--- config.mk ---
export PLATFORM = sky130hd
export DESIGN_NAME = pu_fabric_top
export DESIGN_NICKNAME = d
export VERILOG_FILES = /design/src/verilog/bus_pkg.sv /design/src/verilog/ctrl_pkg.sv /design/src/verilog/pu_mult.sv /design/src/verilog/pu_accum.sv /design/src/verilog/microcode_seq.sv /design/src/verilog/pu_fabric_top.sv
export SDC_FILE = /design/constraint.sdc
export NUM_CORES = 2
export LEC_CHECK = 0
export ABC_AREA = 1
export BUFFER_PORTS_ARGS = -buffer_cell sky130_fd_sc_hd__buf_2
export CAP_MARGIN = 20
export CELL_PAD_IN_SITES_DETAIL_PLACEMENT = 1
export CELL_PAD_IN_SITES_GLOBAL_PLACEMENT = 1
export CORE_ASPECT_RATIO = 2
export CORE_MARGIN = 10
export CORE_UTILIZATION = 45
export CTS_CLUSTER_DIAMETER = 200
export CTS_CLUSTER_SIZE = 20
export DETAILED_ROUTE_END_ITERATION = 16
export HOLD_SLACK_MARGIN = 0.12
export PLACE_DENSITY_LB_ADDON = 0.1
export SETUP_SLACK_MARGIN = 0.1
export SLEW_MARGIN = 20
export SYNTH_ARGS = -nofsm -noshare
export SYNTH_HDL_FRONTEND = slang
export SYNTH_HIERARCHICAL = 1
export SYNTH_SLANG_ARGS = --single-unit
export TNS_END_PERCENT = 20
--- constraint.sdc ---
create_clock -name clk -period 7.1 [get_ports clk]
set_clock_uncertainty 0.05 [all_clocks]
set_input_delay 0.71 -clock clk [delete_from_list [all_inputs] [get_ports clk]]
set_output_delay 0.71 -clock clk [all_outputs]
set_load 0.01 [all_outputs]
--- src/verilog/bus_pkg.sv ---
package bus_pkg;

  // shared data bus
  localparam int data_width = 32;

  // the attribute bus carries one bit more than attr_width
  localparam int attr_width = 4;
  localparam int attr_bus_width = attr_width + 1;

  localparam int invalid_bit = 0; // attribute bit that marks a value as invalid

  // multiplier operand width
  localparam int half_width = 16;

  // bits from the top down to fit_lsb must all match for a value to fit a signed operand
  localparam int fit_lsb = half_width - 1;

  localparam logic [data_width-1:0] data_idle = '0; // level of a data output that is not enabled
  localparam logic [attr_bus_width-1:0] attr_idle = '0;

  // attribute word with only the invalid bit set
  localparam logic [attr_bus_width-1:0] attr_invalid =
    {{attr_width{1'b0}}, 1'b1} << invalid_bit;

endpackage

--- src/verilog/ctrl_pkg.sv ---
package ctrl_pkg;

  typedef enum logic [1:0] {
    op_nop  = 2'd0, // with the halt flag set this stops the program
    op_imm  = 2'd1,
    op_send = 2'd2,
    op_out  = 2'd3
  } opcode_t;

  typedef enum logic {
    unit_mult  = 1'b0,
    unit_accum = 1'b1
  } unit_id_t;

  typedef enum logic [1:0] {
    st_idle = 2'd0,
    st_run  = 2'd1,
    st_done = 2'd2
  } seq_state_t;

  localparam int prog_depth = 32;
  localparam int prog_addr_width = 5;
  localparam int prog_word_width = 40;

  // microcode word, immediate in the low bits and opcode on top
  localparam int imm_lsb = 0;
  localparam int imm_msb = imm_lsb + bus_pkg::data_width - 1;
  localparam int spare_bit = 32;
  localparam int imm_inv_bit = 33;
  localparam int sel_bit = 34;
  localparam int dst_bit = 35;
  localparam int src_bit = 36;
  localparam int halt_bit = 37;
  localparam int opcode_lsb = 38;
  localparam int opcode_msb = 39;

endpackage

--- src/verilog/pu_mult.sv ---
`timescale 1ns/1ns

module pu_mult (
  input  logic                                clk,
  input  logic                                rst,

  input  logic                                signal_wr,
  input  logic                                signal_sel,
  input  logic [bus_pkg::data_width-1:0]      data_in,
  input  logic [bus_pkg::attr_bus_width-1:0]  attr_in,

  input  logic                                signal_oe,
  output logic [bus_pkg::data_width-1:0]      data_out,
  output logic [bus_pkg::attr_bus_width-1:0]  attr_out
);

  logic [bus_pkg::data_width-1:0] arg [2];
  logic                           arg_invalid [2];

  logic signed [bus_pkg::data_width-1:0] product;
  logic                                  args_bad;
  logic                                  args_bad_q;
  logic                                  sel_q;
  logic                                  capture;

  logic [bus_pkg::data_width-1:0]     result_data;
  logic                               result_invalid;
  logic [bus_pkg::attr_bus_width-1:0] result_attr;

  // true when the upper bits are a plain sign extension of the operand
  function automatic logic fits_half(input logic [bus_pkg::data_width-1:0] v);
    logic [bus_pkg::data_width-1:bus_pkg::fit_lsb] upper;
    upper = v[bus_pkg::data_width-1:bus_pkg::fit_lsb];
    return (&upper) || !(|upper);
  endfunction

  always_ff @(posedge clk) begin
    if (signal_wr) begin
      arg[signal_sel] <= data_in;
      arg_invalid[signal_sel] <= attr_in[bus_pkg::invalid_bit];
    end
  end

  assign product = $signed(arg[0][bus_pkg::half_width-1:0])
                 * $signed(arg[1][bus_pkg::half_width-1:0]);

  assign args_bad = !fits_half(arg[0]) || !fits_half(arg[1])
                 || arg_invalid[0] || arg_invalid[1];

  always_ff @(posedge clk) begin
    args_bad_q <= args_bad; // lines up with the capture strobe
  end

  always_ff @(posedge clk) begin
    if (rst) begin
      sel_q <= 1'b0;
      capture <= 1'b0;
    end else begin
      sel_q <= signal_sel;
      capture <= !signal_sel && sel_q; // sel went back to 0 after the second argument
    end
  end

  always_ff @(posedge clk) begin
    if (rst) begin
      result_data <= '0;
      result_invalid <= 1'b0;
    end else if (capture) begin
      result_data <= product;
      result_invalid <= args_bad_q;
    end
  end

  always_comb begin
    result_attr = bus_pkg::attr_idle;
    result_attr[bus_pkg::invalid_bit] = result_invalid;
  end

  assign data_out = signal_oe ? result_data : bus_pkg::data_idle;
  assign attr_out = signal_oe ? result_attr : bus_pkg::attr_idle;

  // the sequencer never writes and reads this unit in the same word
  a_no_wr_with_oe: assert property (
    @(posedge clk) disable iff (rst) !(signal_wr && signal_oe)
  );

endmodule

--- src/verilog/pu_accum.sv ---
`timescale 1ns/1ns

module pu_accum (
  input  logic                                clk,
  input  logic                                rst,

  input  logic                                signal_wr,
  input  logic                                signal_sel,
  input  logic [bus_pkg::data_width-1:0]      data_in,
  input  logic [bus_pkg::attr_bus_width-1:0]  attr_in,

  input  logic                                signal_oe,
  output logic [bus_pkg::data_width-1:0]      data_out,
  output logic [bus_pkg::attr_bus_width-1:0]  attr_out
);

  localparam int msb = bus_pkg::data_width - 1;

  logic signed [bus_pkg::data_width-1:0] acc;
  logic                                  acc_invalid;
  logic signed [bus_pkg::data_width-1:0] sum;
  logic                                  sum_ovf;
  logic [bus_pkg::attr_bus_width-1:0]    acc_attr;
  logic [bus_pkg::data_width:0]          sum_wide;

  assign sum = acc + $signed(data_in);

  // operands of equal sign giving a sum of the other sign
  assign sum_ovf = (acc[msb] == data_in[msb]) && (sum[msb] != acc[msb]);

  // the sign-extended sum has two different top bits exactly when the result does not fit
  assign sum_wide = {acc[msb], acc} + {data_in[msb], data_in};

  always_ff @(posedge clk) begin
    if (rst) begin
      acc <= '0;
      acc_invalid <= 1'b0;
    end else if (signal_wr) begin
      if (signal_sel) begin
        acc <= sum;
        acc_invalid <= acc_invalid || attr_in[bus_pkg::invalid_bit] || sum_ovf; // sticky
      end else begin
        acc <= $signed(data_in);
        acc_invalid <= attr_in[bus_pkg::invalid_bit]; // a load starts clean
      end
    end
  end

  always_comb begin
    acc_attr = bus_pkg::attr_idle;
    acc_attr[bus_pkg::invalid_bit] = acc_invalid;
  end

  assign data_out = signal_oe ? acc : bus_pkg::data_idle;
  assign attr_out = signal_oe ? acc_attr : bus_pkg::attr_idle;

  a_ovf_sets_invalid: assert property (
    @(posedge clk) disable iff (rst)
    signal_wr && signal_sel && (sum_wide[msb+1] != sum_wide[msb]) |=> acc_invalid
  );

endmodule

--- src/verilog/microcode_seq.sv ---
`timescale 1ns/1ns

module microcode_seq (
  input  logic                                  clk,
  input  logic                                  rst,
  input  logic                                  start,

  input  logic                                  prog_wr,
  input  logic [ctrl_pkg::prog_addr_width-1:0]  prog_addr,
  input  logic [ctrl_pkg::prog_word_width-1:0]  prog_data,

  input  logic [bus_pkg::data_width-1:0]        bus_in_data,
  input  logic [bus_pkg::attr_bus_width-1:0]    bus_in_attr,

  output logic                                  mult_wr,
  output logic                                  mult_sel,
  output logic                                  mult_oe,
  output logic                                  accum_wr,
  output logic                                  accum_sel,
  output logic                                  accum_oe,

  output logic [bus_pkg::data_width-1:0]        bus_data,
  output logic [bus_pkg::attr_bus_width-1:0]    bus_attr,

  output logic [bus_pkg::data_width-1:0]        result_data,
  output logic [bus_pkg::attr_bus_width-1:0]    result_attr,
  output logic                                  result_valid,
  output logic                                  busy,
  output logic                                  done
);

  logic [ctrl_pkg::prog_word_width-1:0] prog_mem [ctrl_pkg::prog_depth];

  ctrl_pkg::seq_state_t                 state;
  ctrl_pkg::seq_state_t                 state_next;
  logic [ctrl_pkg::prog_addr_width-1:0] pc;

  logic [ctrl_pkg::prog_word_width-1:0] word;
  ctrl_pkg::opcode_t                    op;
  ctrl_pkg::unit_id_t                   src;
  ctrl_pkg::unit_id_t                   dst;
  logic                                 run;
  logic                                 halt_word;
  logic                                 unit_wr;
  logic                                 unit_oe;
  logic                                 imm_drive;
  logic                                 out_word;

  always_ff @(posedge clk) begin
    if (prog_wr && state == ctrl_pkg::st_idle) begin
      prog_mem[prog_addr] <= prog_data;
    end
  end

  assign word = prog_mem[pc]; // small enough for an asynchronous read
  assign run = state == ctrl_pkg::st_run;
  assign op = ctrl_pkg::opcode_t'(word[ctrl_pkg::opcode_msb:ctrl_pkg::opcode_lsb]);
  assign src = ctrl_pkg::unit_id_t'(word[ctrl_pkg::src_bit]);
  assign dst = ctrl_pkg::unit_id_t'(word[ctrl_pkg::dst_bit]);

  assign halt_word = run && op == ctrl_pkg::op_nop && word[ctrl_pkg::halt_bit];
  assign unit_wr = run && (op == ctrl_pkg::op_imm || op == ctrl_pkg::op_send);
  assign unit_oe = run && (op == ctrl_pkg::op_send || op == ctrl_pkg::op_out);
  assign imm_drive = run && op == ctrl_pkg::op_imm;
  assign out_word = run && op == ctrl_pkg::op_out;

  assign mult_wr = unit_wr && dst == ctrl_pkg::unit_mult;
  assign mult_sel = mult_wr && word[ctrl_pkg::sel_bit]; // sel stays low unless this unit is written
  assign mult_oe = unit_oe && src == ctrl_pkg::unit_mult;
  assign accum_wr = unit_wr && dst == ctrl_pkg::unit_accum;
  assign accum_sel = accum_wr && word[ctrl_pkg::sel_bit];
  assign accum_oe = unit_oe && src == ctrl_pkg::unit_accum;

  assign bus_data = imm_drive ? word[ctrl_pkg::imm_msb:ctrl_pkg::imm_lsb] : bus_pkg::data_idle;
  assign bus_attr = (imm_drive && word[ctrl_pkg::imm_inv_bit]) ? bus_pkg::attr_invalid
                                                               : bus_pkg::attr_idle;

  // done lasts one cycle, after which the program may be reloaded
  always_comb begin
    state_next = state;
    case (state)
      ctrl_pkg::st_idle: if (start) state_next = ctrl_pkg::st_run;
      ctrl_pkg::st_run:  if (halt_word) state_next = ctrl_pkg::st_done;
      ctrl_pkg::st_done: state_next = start ? ctrl_pkg::st_run : ctrl_pkg::st_idle;
      default:           state_next = ctrl_pkg::st_idle;
    endcase
  end

  always_ff @(posedge clk) begin
    if (rst) begin
      state <= ctrl_pkg::st_idle;
      pc <= '0;
      result_valid <= 1'b0;
    end else begin
      state <= state_next;
      if (!run) begin
        pc <= '0; // every start begins at the first word
      end else begin
        pc <= pc + 1'b1;
      end
      result_valid <= out_word;
    end
  end

  always_ff @(posedge clk) begin
    if (out_word) begin
      result_data <= bus_in_data;
      result_attr <= bus_in_attr;
    end
  end

  assign busy = run;
  assign done = state == ctrl_pkg::st_done;

  // the bus is a plain OR, so a unit driving out of turn corrupts the immediate or the idle bus
  a_one_driver: assert property (
    @(posedge clk) disable iff (rst)
    !(mult_oe || accum_oe) |-> bus_in_data == bus_data && bus_in_attr == bus_attr
  );

  a_prog_wr_idle: assert property (
    @(posedge clk) disable iff (rst) prog_wr |-> state == ctrl_pkg::st_idle
  );

endmodule

--- src/verilog/pu_fabric_top.sv ---
`timescale 1ns/1ns

module pu_fabric_top (
  input  logic                                  clk,
  input  logic                                  rst,
  input  logic                                  start,

  input  logic                                  prog_wr,
  input  logic [ctrl_pkg::prog_addr_width-1:0]  prog_addr,
  input  logic [ctrl_pkg::prog_word_width-1:0]  prog_data,

  output logic [bus_pkg::data_width-1:0]        result_data,
  output logic [bus_pkg::attr_bus_width-1:0]    result_attr,
  output logic                                  result_valid,
  output logic                                  busy,
  output logic                                  done
);

  logic [bus_pkg::data_width-1:0]     bus_data;
  logic [bus_pkg::attr_bus_width-1:0] bus_attr;

  logic [bus_pkg::data_width-1:0]     mult_data;
  logic [bus_pkg::attr_bus_width-1:0] mult_attr;
  logic [bus_pkg::data_width-1:0]     accum_data;
  logic [bus_pkg::attr_bus_width-1:0] accum_attr;
  logic [bus_pkg::data_width-1:0]     seq_data;
  logic [bus_pkg::attr_bus_width-1:0] seq_attr;

  logic mult_wr;
  logic mult_sel;
  logic mult_oe;
  logic accum_wr;
  logic accum_sel;
  logic accum_oe;

  // every driver is zero when idle
  assign bus_data = mult_data | accum_data | seq_data;
  assign bus_attr = mult_attr | accum_attr | seq_attr;

  pu_mult i_pu_mult (
    .clk        (clk),
    .rst        (rst),
    .signal_wr  (mult_wr),
    .signal_sel (mult_sel),
    .data_in    (bus_data),
    .attr_in    (bus_attr),
    .signal_oe  (mult_oe),
    .data_out   (mult_data),
    .attr_out   (mult_attr)
  );

  pu_accum i_pu_accum (
    .clk        (clk),
    .rst        (rst),
    .signal_wr  (accum_wr),
    .signal_sel (accum_sel),
    .data_in    (bus_data),
    .attr_in    (bus_attr),
    .signal_oe  (accum_oe),
    .data_out   (accum_data),
    .attr_out   (accum_attr)
  );

  microcode_seq i_microcode_seq (
    .clk          (clk),
    .rst          (rst),
    .start        (start),
    .prog_wr      (prog_wr),
    .prog_addr    (prog_addr),
    .prog_data    (prog_data),
    .bus_in_data  (bus_data),
    .bus_in_attr  (bus_attr),
    .mult_wr      (mult_wr),
    .mult_sel     (mult_sel),
    .mult_oe      (mult_oe),
    .accum_wr     (accum_wr),
    .accum_sel    (accum_sel),
    .accum_oe     (accum_oe),
    .bus_data     (seq_data),
    .bus_attr     (seq_attr),
    .result_data  (result_data),
    .result_attr  (result_attr),
    .result_valid (result_valid),
    .busy         (busy),
    .done         (done)
  );

endmodule

==> metrics.cfg <==
[outcome]
outcome=finished clean

[clocking]
insertion_delay_ps=720
cts_root_buf=clkbuf_16
path_clk_slew_ps=130
cts_resized=0
clockBufferDepth=3
cts_made_buffers=81
numClockSinks=1428
cts_tree=built
postCtsHoldBufs=0
postCtsSetupBuffers=0
htree_levels=3

[sta]
setup_tns_ps=0
worst_pin_slew_ps=1250
slew_headroom_pct=16.6
slew_viol_final=0
rsz0062_at_grt=no
period_share_pct=92.6
setup_viol=0
fmax_mhz=152
timing.final.hold_violations=0
fin_crit_ps=6570

[routing]
wl_per_cell_um=26.2
drt_first_pass_iters=7
drtIter0Drc=3266
via_per_inst=5.54
wl_um=238000
dr_total_vias=50200
ant_nets=0
drc=0

[global_routing]
grt_pass1_wl_um=346000
grt_pass1_vias=54100
antenna_found_initial=13
grtUsageTotal_pct=26.9
grt-ovfl-total=0
grt_max_degree=182

[setup_path]
required_ps=7660
cp.arrival_ps=7130
cpMostUsedCell=fa_1
start_kind=flip-flop
path_buf_inv=4
path_delay_family=adder cells
path_class=flip-flop to flip-flop
critPathMaxStageDelay_ps=920
cp_max_fo=16
endpoint_kind=flip-flop
crit_slowest_cell=edfxtp_1
crit_chain=nand2_1 > fa_1 > inv_1 > fa_1 > inv_1 > fa_1 > fa_1 > fa_1 > fa_1 > inv_1 > ha_1 > nand2_1 > nor3_2 > nand3_1 > nand4_1 > nand3_1 > nand2_1 > inv_1

[floorplan]
fp-row-count=206
core_um2=157000
initial_core_util_pct=45.1
die-area_um2=175000
ios=89
fp.dieW_um=301
die_h_um=582

[synth]
yosysTopAreaCellShare_pct=57.2
yosys.area_share.simple_pct=21.3
synthXorXnorAreaFrac_pct=0.383
synthMuxAreaShare_pct=0
synth_compound_area_share_pct=2.70
synth_most_common_cell=nand2_1
ys_top_cells_by_area=edfxtp_1 57%, nand2_1 12%, fa_1 7.4%
synth_cell_type_count=48
yosysTopAreaCell=edfxtp_1
ys.flop_type=edfxtp_1
synthAdderAreaFrac_pct=9.50
syn_avg_cell_area_um2=10.2
synth_edf_count=1351
synthArstFlopShare_pct=0
synth_top_family_by_area=simple AND/OR/NAND/NOR gates
synth_common_cells=2219 x nand2_1, 1351 x edfxtp_1, 887 x nand3_1
syn_inst=6973
netlist_area_um2=71000
ys_seq_elements=1428
synth-seq-area-share_pct=59.3
ys_warn_count=6

[pwr]
p_seq_share_pct=35.1
intPower_mw=15.3
p_comb_share_pct=46.2
clockPowerShare_pct=18.7
p_leak_nw=30.8
swShare_pct=42.5
vdd.ir_drop.worst_uv=484
powerDensity_nw_per_um2=349
p_switching_mw=11.3

[finish]
drive_gt1_share_pct=6.48
fin_area_um2=76100
nNetsFinal=7356
syn2layout_area_growth_pct=7.26

[placement]
gp_congestion=0.928
port_buffers=87
place_hpwl_um=156000
postPlaceCellArea_um2=73700

[min_path]
hold_path_class=input pin to flip-flop

[run]
maxCapViolations=0

-- metrics by stage --
| stage | utilization [%] | cells | hold slack, ps | setup WS, ps | power, mW |
|---|---|---|---|---|---|
| 5_1_grt | 48.4 | 9054 | 225 | 198 | 28.3 |
| 2_1_floorplan | - | 6982 | 352 | 1470 | 17.3 |
| 6_report | 48.4 | 9061 | 239 | 528 | 26.6 |
| 4_1_cts | 48.4 | 9052 | 201 | 451 | 26.9 |
| 3_5_place_dp | 46.9 | 8922 | 365 | 481 | 21.9 |
| 3_3_place_gp | 46.9 | 8920 | 356 | 509 | 21.8 |
-- registers in the layout, indices dropped and copies added (netlist names), 2 cells and up --
name and cells:
i_microcode_seq/prog_mem 1248, i_pu_mult/arg 64, i_microcode_seq/result_data 32, i_pu_accum/acc 32, i_pu_mult/result_data 32, i_microcode_seq/pc 5, i_microcode_seq/result_attr 5, i_microcode_seq/state 2
i_pu_mult/arg_invalid 2
-- routing by layer --
| layer | vias to the layer above | track usage (%) | share of wire, % |
|---|---|---|---|
| met5 | - | 0 | 0.014 |
| met4 | 6 | 16.9 | 7.3 |
| met3 | 549 | 2.59 | 3.7 |
| met2 | 1213 | 51.5 | 55 |
| met1 | 25800 | 27.3 | 34 |
| li1 | 22600 | - | - |
-- placed cells by master (no fill, tap or decap), drive strengths merged --
master  instances
xnor2           5
xor2           26
a21o            3
diode           8
ha            118
o31ai           2
nor3           17
nor2          421
o21bai         10
edfxtp       1351
o21ai         144
inv           799
clkinv          5
a31oi          25
nand4          25
a41o            1
and2            5
o221ai          5
buf           224
clkbuf        124
o22ai          14
nand3         892
a21oi         121
dfxtp          77
or2             7
nand3b          4
o211ai         18
fa            263
nand2        2247
nor4            5
and3            2
o41ai           1
conb           12
-- worst register-to-register path, stage by stage (launching register included) --
cell and delay (ps):
edfxtp_1 920, nand2_1 160, fa_1 580, inv_1 70, fa_1 810, inv_1 160
fa_1 510, fa_1 570, fa_1 450, fa_1 510, inv_1 50, ha_1 390
nand2_1 170, nor3_2 380, nand3_1 260, nand4_1 170, nand3_1 130, nand2_1 100
inv_1 40
-- power groups by stage --
| stage | combinational [mW] | sequential, mW | clock, mW |
|---|---|---|---|
| after floorplan | 7.83 | 9.49 | 0 |
| after global placement | 12.3 | 9.51 | 0 |
| after detailed placement | 12.3 | 9.51 | 0 |
| after CTS | 12.5 | 9.32 | 5.08 |
| after global routing | 13.6 | 9.33 | 5.34 |
| final | 12.3 | 9.32 | 4.97 |
-- cells by family after synthesis --
group,count (synthesis)
AOI/OAI and AO/OA,344
xor gates and xnor gates,31
adders and majority gates,381
buffers and inverters,1161
DFF,1428
other,3
and+or+nand+nor,3625
-- final timing paths --
kind / start / end / slack (ps) / cells after the start
setup / recovery: i_pu_mult/arg[1][6] / i_pu_mult/result_data[26] / 530 / 18
hold / removal: start / i_microcode_seq/state[0] / 240 / 3
setup reg to reg: i_pu_mult/arg[1][6] / i_pu_mult/result_data[26] / 530 / 18
hold reg to reg: i_pu_mult/sel_q / i_pu_mult/capture / 380 / 2
-- cell type report --
class / count / area (um^2)
clock inverters: 6 / 88.8
diodes: 8 / 20.0
multi-input cells: 4393 / 24400
clock buffers: 124 / 2230
well taps: 2080 / 2600
inverters: 798 / 3020
repair buffers: 224 / 1670
flip-flops and latches: 1428 / 42100
fillers: 17300 / 81100
No activity file was read; power rests on OpenSTA's default activity.
